### src/source/dma_pkg.sv
/*
  Shared constants and state encodings for the sprite/DMC DMA block.
  CPU_DIV must stay a whole number of master clocks per CPU cycle.
  PAGE_BYTES must be a power of two so the page index wraps cleanly.
*/
package dma_pkg;

	// Bus widths
	localparam int ADDR_W = 16;	// CPU address bus
	localparam int DATA_W = 8;	// CPU data bus

	// Master clocks per CPU cycle (NTSC ratio)
	localparam int CPU_DIV = 12;
	localparam int DIV_W   = $clog2(CPU_DIV);
	localparam logic [DIV_W-1:0] DIV_LAST = DIV_W'(CPU_DIV - 1);	// Count that fires cpu_ce

	// Register map
	localparam logic [ADDR_W-1:0] SPRITE_DMA_REG = 16'h4014;	// Write page here to start
	localparam logic [ADDR_W-1:0] OAM_DATA_ADDR  = 16'h2004;	// Every sprite write lands here

	// One sprite transfer is a full CPU page
	localparam int PAGE_BYTES  = 256;
	localparam int PAGE_IDX_W  = $clog2(PAGE_BYTES);
	localparam logic [PAGE_IDX_W-1:0] IDX_LAST = PAGE_IDX_W'(PAGE_BYTES - 1);

	// Sprite DMA state
	// Bit 0 set while the CPU is held, bit 1 set while bytes move
	typedef enum logic [1:0] {
		SPR_IDLE  = 2'b00,	// No transfer
		SPR_ALIGN = 2'b01,	// CPU stalled, waiting for a get cycle
		SPR_RUN   = 2'b11	// Read on get, write on put
	} spr_state_t;

	// DMC fetch state
	typedef enum logic {
		DMC_IDLE  = 1'b0,	// Nothing pending
		DMC_FETCH = 1'b1	// Fetch on the coming get cycle
	} dmc_state_t;

endpackage

### src/source/cycle_timer.sv
/*
  CPU clock enable and get/put parity.
  First cpu_ce arrives CPU_DIV clocks after reset is released, and is a put cycle.
  No PAL tick insertion. The divide ratio is fixed.
*/
`timescale 1ns/100ps

module cycle_timer (
	input  logic clk,
	input  logic reset,
	output logic cpu_ce,	// One clock high every CPU_DIV clocks
	output logic put_cycle,	// 1 during put cycles, 0 during get cycles
	output logic get_ce,	// cpu_ce of a get cycle
	output logic put_ce	// cpu_ce of a put cycle
);

	logic [dma_pkg::DIV_W-1:0] div_cnt;	// Master clocks into the current CPU cycle

	// Master clock divider
	always_ff @(posedge clk) begin
		if (reset) begin
			div_cnt <= '0;
		end else if (cpu_ce) begin
			div_cnt <= '0;	// Start next CPU cycle
		end else begin
			div_cnt <= div_cnt + 1'b1;
		end
	end

	// Strobe on the last master clock of the CPU cycle
	assign cpu_ce = (div_cnt == dma_pkg::DIV_LAST);

	// Get/put parity
	// Flips at the end of every CPU cycle so that reads and writes alternate
	always_ff @(posedge clk) begin
		if (reset) begin
			put_cycle <= 1'b1;	// First cycle after reset is a put
		end else if (cpu_ce) begin
			put_cycle <= ~put_cycle;
		end
	end

	// Split the CPU strobe by parity
	assign get_ce = cpu_ce & ~put_cycle;
	assign put_ce = cpu_ce & put_cycle;

endmodule

### src/source/dma_sequencer.sv
/*
  Sprite and DMC DMA state machines with the CPU stall request.
  All state moves on cpu_ce only. DMC has priority and bumps a running
  sprite transfer back to alignment. cpu_rnw must be valid on every cpu_ce.
*/
`timescale 1ns/100ps

module dma_sequencer (
	input  logic clk,
	input  logic reset,
	input  logic cpu_ce,
	input  logic get_ce,
	input  logic put_ce,
	input  logic [dma_pkg::ADDR_W-1:0] cpu_addr,
	input  logic [dma_pkg::DATA_W-1:0] cpu_dout,
	input  logic cpu_rnw,	// 1 = CPU read cycle
	input  logic dmc_request,	// Level from the audio unit
	output dma_pkg::spr_state_t spr_state,
	output dma_pkg::dmc_state_t dmc_state,
	output logic [dma_pkg::ADDR_W-1:0] sprite_addr,	// Page and index of next sprite read
	output logic pause_cpu
);

	logic [dma_pkg::DATA_W-1:0]     spr_page;	// Source page from $4014
	logic [dma_pkg::PAGE_IDX_W-1:0] spr_index;	// Byte within the page
	logic spr_write;	// CPU writes the sprite DMA register
	logic dmc_grant;	// Current get cycle belongs to DMC

	// Register decode qualified later by cpu_ce
	assign spr_write = (cpu_addr == dma_pkg::SPRITE_DMA_REG) && !cpu_rnw;

	// Same condition the bus driver uses for dmc_ack on a get cycle
	// A request that already fell leaves the get cycle to sprite DMA
	assign dmc_grant = (dmc_state == dma_pkg::DMC_FETCH) && dmc_request;

	// DMC fetch FSM
	always_ff @(posedge clk) begin
		if (reset) begin
			dmc_state <= dma_pkg::DMC_IDLE;
		end else if (cpu_ce) begin
			case (dmc_state)
				dma_pkg::DMC_IDLE: begin
					// Only schedule behind a CPU read since writes cannot be halted
					if (put_ce && dmc_request && cpu_rnw) begin
						dmc_state <= dma_pkg::DMC_FETCH;
					end
				end
				dma_pkg::DMC_FETCH: begin
					if (put_ce) begin
						dmc_state <= dma_pkg::DMC_IDLE;	// Fetch done on the get just past
					end
				end
				default: dmc_state <= dma_pkg::DMC_IDLE;
			endcase
		end
	end

	// Sprite DMA FSM and source address
	always_ff @(posedge clk) begin
		if (reset) begin
			spr_state <= dma_pkg::SPR_IDLE;
			spr_page  <= '0;
			spr_index <= '0;
		end else if (cpu_ce) begin
			case (spr_state)
				dma_pkg::SPR_IDLE: begin
					if (spr_write) begin
						spr_page  <= cpu_dout;	// Page number written by CPU
						spr_index <= '0;
						spr_state <= dma_pkg::SPR_ALIGN;
					end
				end
				dma_pkg::SPR_ALIGN: begin
					// Start on a get cycle once the CPU sits in a read
					if (get_ce && cpu_rnw) begin
						spr_state <= dma_pkg::SPR_RUN;
					end
				end
				dma_pkg::SPR_RUN: begin
					if (put_ce && (dmc_state == dma_pkg::DMC_FETCH)) begin
						spr_state <= dma_pkg::SPR_ALIGN;	// DMC took a slot so realign
					end else if (get_ce && !dmc_grant) begin
						spr_index <= spr_index + 1'b1;	// Byte read this cycle
						if (spr_index == dma_pkg::IDX_LAST) begin
							spr_state <= dma_pkg::SPR_IDLE;	// Last byte read
						end
					end
				end
				default: spr_state <= dma_pkg::SPR_IDLE;
			endcase
		end
	end

	assign sprite_addr = {spr_page, spr_index};

	// Stall the CPU while any DMA owns or is about to own the bus
	// dmc_request alone is enough so the CPU stops before the fetch is scheduled
	assign pause_cpu = (spr_state != dma_pkg::SPR_IDLE) ||
		dmc_request ||
		(dmc_state == dma_pkg::DMC_FETCH);

endmodule

### src/source/dma_bus_driver.sv
/*
  Bus side of the DMA block.
  Reads happen on get cycles, writes on put cycles. The sprite byte is held
  from its read to the following write. dmc_ack is combinational.
*/
`timescale 1ns/100ps

module dma_bus_driver (
	input  logic clk,
	input  logic reset,
	input  logic get_ce,
	input  logic put_cycle,	// 0 = get (read) cycle
	input  dma_pkg::spr_state_t spr_state,
	input  dma_pkg::dmc_state_t dmc_state,
	input  logic dmc_request,
	input  logic [dma_pkg::ADDR_W-1:0] dmc_addr,
	input  logic [dma_pkg::ADDR_W-1:0] sprite_addr,
	input  logic [dma_pkg::DATA_W-1:0] ram_data,	// Byte on the data bus
	output logic [dma_pkg::ADDR_W-1:0] bus_addr,
	output logic [dma_pkg::DATA_W-1:0] bus_wdata,
	output logic bus_read,	// 1 = read, 0 = write
	output logic bus_enable,	// DMA drives the bus this cycle
	output logic dmc_ack
);

	logic [dma_pkg::DATA_W-1:0] spr_byte;	// Sprite byte between read and write
	logic spr_run;

	assign spr_run = (spr_state == dma_pkg::SPR_RUN);

	// DMC grant on a get cycle
	// The request can fall before the fetch and then the slot is not claimed
	assign dmc_ack = (dmc_state == dma_pkg::DMC_FETCH) && !put_cycle && dmc_request;

	// Direction follows parity only
	assign bus_read = !put_cycle;

	assign bus_enable = dmc_ack || spr_run;

	// Address select with DMC first
	always_comb begin
		if (dmc_ack) begin
			bus_addr = dmc_addr;
		end else if (!put_cycle) begin
			bus_addr = sprite_addr;	// Sprite source read
		end else begin
			bus_addr = dma_pkg::OAM_DATA_ADDR;	// Sprite write to OAM
		end
	end

	// Capture the sprite byte at the end of its read cycle
	// A DMC fetch on this get leaves the old byte in place
	always_ff @(posedge clk) begin
		if (reset) begin
			spr_byte <= '0;
		end else if (get_ce && spr_run && !dmc_ack) begin
			spr_byte <= ram_data;
		end
	end

	assign bus_wdata = spr_byte;

endmodule

### src/source/dma_top.sv
/*
  Sprite and DMC DMA controller with its CPU clock enable.
  Inputs are sampled on cpu_ce. The bus outputs are valid only while
  bus_enable is high, otherwise the CPU owns the bus.
*/
`timescale 1ns/100ps

module dma_top (
	input  logic clk,
	input  logic reset,
	// CPU cycle in progress
	input  logic [dma_pkg::ADDR_W-1:0] cpu_addr,
	input  logic [dma_pkg::DATA_W-1:0] cpu_dout,
	input  logic cpu_rnw,
	// DMC side
	input  logic dmc_request,
	input  logic [dma_pkg::ADDR_W-1:0] dmc_addr,
	// Data bus
	input  logic [dma_pkg::DATA_W-1:0] ram_data,
	output logic cpu_ce,
	output logic [dma_pkg::ADDR_W-1:0] bus_addr,
	output logic bus_enable,
	output logic bus_read,
	output logic [dma_pkg::DATA_W-1:0] bus_wdata,
	output logic dmc_ack,
	output logic pause_cpu
);

	logic put_cycle;
	logic get_ce;
	logic put_ce;
	dma_pkg::spr_state_t spr_state;
	dma_pkg::dmc_state_t dmc_state;
	logic [dma_pkg::ADDR_W-1:0] sprite_addr;

	// CPU cycle pacing
	cycle_timer i_timer (
		.clk       (clk),
		.reset     (reset),
		.cpu_ce    (cpu_ce),
		.put_cycle (put_cycle),
		.get_ce    (get_ce),
		.put_ce    (put_ce)
	);

	// Request side with both FSMs
	dma_sequencer i_seq (
		.clk         (clk),
		.reset       (reset),
		.cpu_ce      (cpu_ce),
		.get_ce      (get_ce),
		.put_ce      (put_ce),
		.cpu_addr    (cpu_addr),
		.cpu_dout    (cpu_dout),
		.cpu_rnw     (cpu_rnw),
		.dmc_request (dmc_request),
		.spr_state   (spr_state),
		.dmc_state   (dmc_state),
		.sprite_addr (sprite_addr),
		.pause_cpu   (pause_cpu)
	);

	// Bus side and sprite byte latch
	dma_bus_driver i_bus (
		.clk         (clk),
		.reset       (reset),
		.get_ce      (get_ce),
		.put_cycle   (put_cycle),
		.spr_state   (spr_state),
		.dmc_state   (dmc_state),
		.dmc_request (dmc_request),
		.dmc_addr    (dmc_addr),
		.sprite_addr (sprite_addr),
		.ram_data    (ram_data),
		.bus_addr    (bus_addr),
		.bus_wdata   (bus_wdata),
		.bus_read    (bus_read),
		.bus_enable  (bus_enable),
		.dmc_ack     (dmc_ack)
	);

endmodule

### config.mk
export PLATFORM = sky130hd
export DESIGN_NAME = dma_top
export DESIGN_NICKNAME = d
export VERILOG_FILES = /design/src/source/dma_pkg.sv /design/src/source/cycle_timer.sv /design/src/source/dma_sequencer.sv /design/src/source/dma_bus_driver.sv /design/src/source/dma_top.sv
export SDC_FILE = /design/constraint.sdc
export NUM_CORES = 1
export LEC_CHECK = 0
export BUFFER_PORTS_ARGS = -buffer_cell sky130_fd_sc_hd__buf_2
export CORE_MARGIN = 2
export CORE_UTILIZATION = 35
export DETAILED_ROUTE_END_ITERATION = 10
export SLEW_MARGIN = 20
export SYNTH_ARGS = -nofsm -noshare
export SYNTH_HDL_FRONTEND = slang
export SYNTH_HIERARCHICAL = 1
export SYNTH_SLANG_ARGS = --single-unit
### constraint.sdc
create_clock -name clk -period 2.8 [get_ports clk]
set_input_delay 0.14 -clock clk [delete_from_list [all_inputs] [get_ports clk]]
set_output_delay 0.14 -clock clk [all_outputs]
set_load 0.1 [all_outputs]
==> flow_metrics.tcl <==
set metrics [dict create \
    syn-instance-count 234 \
    wl_met2_mm 2.00 \
    vias 1940 \
    via_per_inst 5.11 \
    cts_tree "yes" \
    synth_ff_type "dfxtp_1" \
    postPlaceCellArea_um2 2290 \
    netlist_area_um2 1880 \
    path_class "reg2reg" \
    path_cells "ha_1 -> and3b_1 -> nor2b_1 -> and4_1 -> nand4_1 -> a311oi_1 -> a311oi_1" \
    drt_iter0_markers 89 \
    fillers 532 \
    cp_max_fo 11 \
    dieArea_um2 5960 \
    num_rows 26 \
    wire_per_inst_um 12.8 \
    start_kind "flop" \
    cts_setup_buffers 0 \
    synthesis.nets 288 \
    antenna_found_initial 0 \
    grt_pass1_vias 1796 \
    cts_made_buffers 5 \
    clk_latency_ps 280 \
    leakagePower_uw 0.000961 \
    dr_wl_met3_um 426 \
    cp-end-kind "flop" \
    h-tree-depth 2 \
    worst_pin_slew_ps 678 \
    period_share_pct 81.0 \
    grt.total_usage_pct 16.7 \
    worst_ep_arrival_time_ps 2420 \
    drtAntennaViolNets 0 \
    firstDrtPassIters 4 \
    yosysMostFrequentCell "nand2_1" \
    post-route-min-period_ps 2270 \
    antenna_cells 0 \
    io_pins 81 \
    drcViolationCount 0 \
    rsz0062_at_grt "no" \
    hold_buffers 0 \
    port_buffers 80 \
    outcome "complete, no violations" \
    fmax_mhz 441 \
    clk_pin_slew_ps 70 \
    grt_max_degree 40 \
    yosys.area.top_type_share_pct 34.2 \
    p_per_area_nw_per_um2 424 \
    hpwl_mm 3.56 \
    finalHoldViolCount 0 \
    dieHeight_um 77.2 \
    clk_path_buf_depth 2 \
    ys_seq_elements 32 \
    final_cell_area_um2 2420 \
    areaGrowthSynthToFinish_pct 29.0 \
    fin_setup_tns_ps 0 \
    cap_violations 0 \
    drt-met1-wl_mm 2.38 \
    cts_root_buf "clkbuf_8" \
    setup_viol 0 \
    grt_first_pass_wirelength_mm 8.07 \
    synth_common_cells "42 x nand2_1, 32 x dfxtp_1, 28 x a21oi_1, 17 x nand2b_1, 15 x nand3_1" \
    cpPeakStageDelay_ps 420 \
    slew_viol_final 0 \
    initial_core_util_pct 36.5 \
    peakVddDrop_mv 0.205 \
    fin_skew_ps 1.61 \
    clock_sinks 32 \
    ys_async_sr_fraction_pct 0 \
    nets 363 \
    top_layer_used "met4" \
    grt.overflow.total 0 \
    finalPower_uw 1020 \
    gp_routability_congestion 0.792 \
    path_common_cell "a311oi_1" \
    chipWidth_um 77.2 \
    cp_slowest_cell "a311oi_1" \
    synth.largest_area_cell "dfxtp_1" \
    yosysSeqAreaShare_pct 34.2 \
    synth-edff-count 0 \
    cts_resized 0 \
    ys_warn_count 6 \
    relSlewSlack_pct 54.8 \
    synthTopCellsByArea "dfxtp_1 34%, nand2_1 8.4%, a21oi_1 7.5%, nand2b_1 5.7%, mux2i_1 5.3%" \
    drive_gt1_share_pct 31.6 \
    synth_area_per_cell_um2 8.02 \
    synth_cell_type_count 54 \
    worstPathRequired_ps 2950 \
    drt_wl_total_mm 4.87 \
    hold_class "in2reg" \
    core_area_um2 5140 \
]
-- routing by layer --
metal / vias up / track usage, %
li1: 990 / -
met1: 857 / 22.1
met2: 86 / 25.7
met3: 7 / 4.82
met4: 0 / 6.25
met5: - / 0
-- power by group --
group	leakage (µW)	internal, µW	switching, µW
clock network	0.0000645	314	172
registers	0.000258	459	3.41
logic	0.000639	40.1	36.2
total	0.000961	813	212
-- cell families (layout without fill, tap and decap cells) --
family                     count (synthesis)  count (layout)  synth area share, %
and+or+nand+nor                          112             112                 33.0
AOI/OAI and AO/OA                         61              61                 21.1
DFF                                       32              32                 34.2
buffers and inverters                     17              93                 5.00
muxes                                     10              10                 5.34
adders and majority gates                  2               2                 1.33
-- registers in the layout (all words and copies together), names as in the netlist --
| register | cells |
|---|---|
| i_timer/div_cnt | 4 |
| i_bus/bus_wdata | 8 |
| i_seq/spr_index | 8 |
| i_seq/spr_page | 8 |
| i_seq/dmc_state | 1 |
| i_seq/spr_state | 2 |
| i_timer/put_cycle | 1 |
-- through the flow --
| stage | hold WS, ps | setup slack [ps] | util, % | instances |
|---|---|---|---|---|
| after global placement | 402 | 599 | 44.6 | 372 |
| final | 106 | 531 | 47.1 | 380 |
| after detailed placement | 407 | 573 | 44.6 | 372 |
| after global routing | 106 | 333 | 47.1 | 380 |
| after CTS | 97.6 | 543 | 47.1 | 380 |
| after floorplan | 209 | 67.1 | - | 234 |
-- final cells by class --
type	instances	area (µm²)	area share (%)
multi-input cells	185	1140	47.2
inverters	4	15.0	0.621
clock inverters	1	30.0	1.24
well taps	70	87.6	3.62
clock buffers	7	96.3	3.98
flip-flops and latches	32	641	26.5
repair buffers	81	408	16.9
-- cell usage in the layout, fill, tap and decap left out, types with 2 or more instances in the layout --
master / n
a211oi_1: 3
a21oi_1: 28
a221oi_1: 2
a311oi_1: 3
and2_1: 3
and3_1: 5
buf_2: 80
clkbuf_8: 7
dfxtp_1: 32
ha_1: 2
inv_1: 4
mux2i_1: 10
nand2_1: 42
nand2b_1: 17
nand3_1: 15
nor2_1: 7
nor3_1: 2
nor4_1: 3
nor4b_1: 2
nor4bb_1: 2
o21a_1: 3
o21ai_0: 8
-- path summary, 6_finish.rpt --
path	start	endpoint	slack, ps	cells after the start
hold / removal	cpu_dout[7]	i_seq/spr_page[7]	110	3
setup reg to reg	i_timer/div_cnt[0]	i_seq/spr_state[0]	530	7
setup / recovery	i_timer/div_cnt[0]	i_seq/spr_state[0]	530	7
hold reg to reg	i_bus/bus_wdata[4]	i_bus/bus_wdata[4]	470	2
-- worst max-delay path, delay by kind of cell, from the launching register on --
family	cells	cell delay [ps]
flip-flops	1	370
adder cells (fa/ha/maj)	1	210
AND/OR/NAND/NOR	4	980
AO/OA/AOI/OAI	2	570
Power figures use the tool's default switching activity.
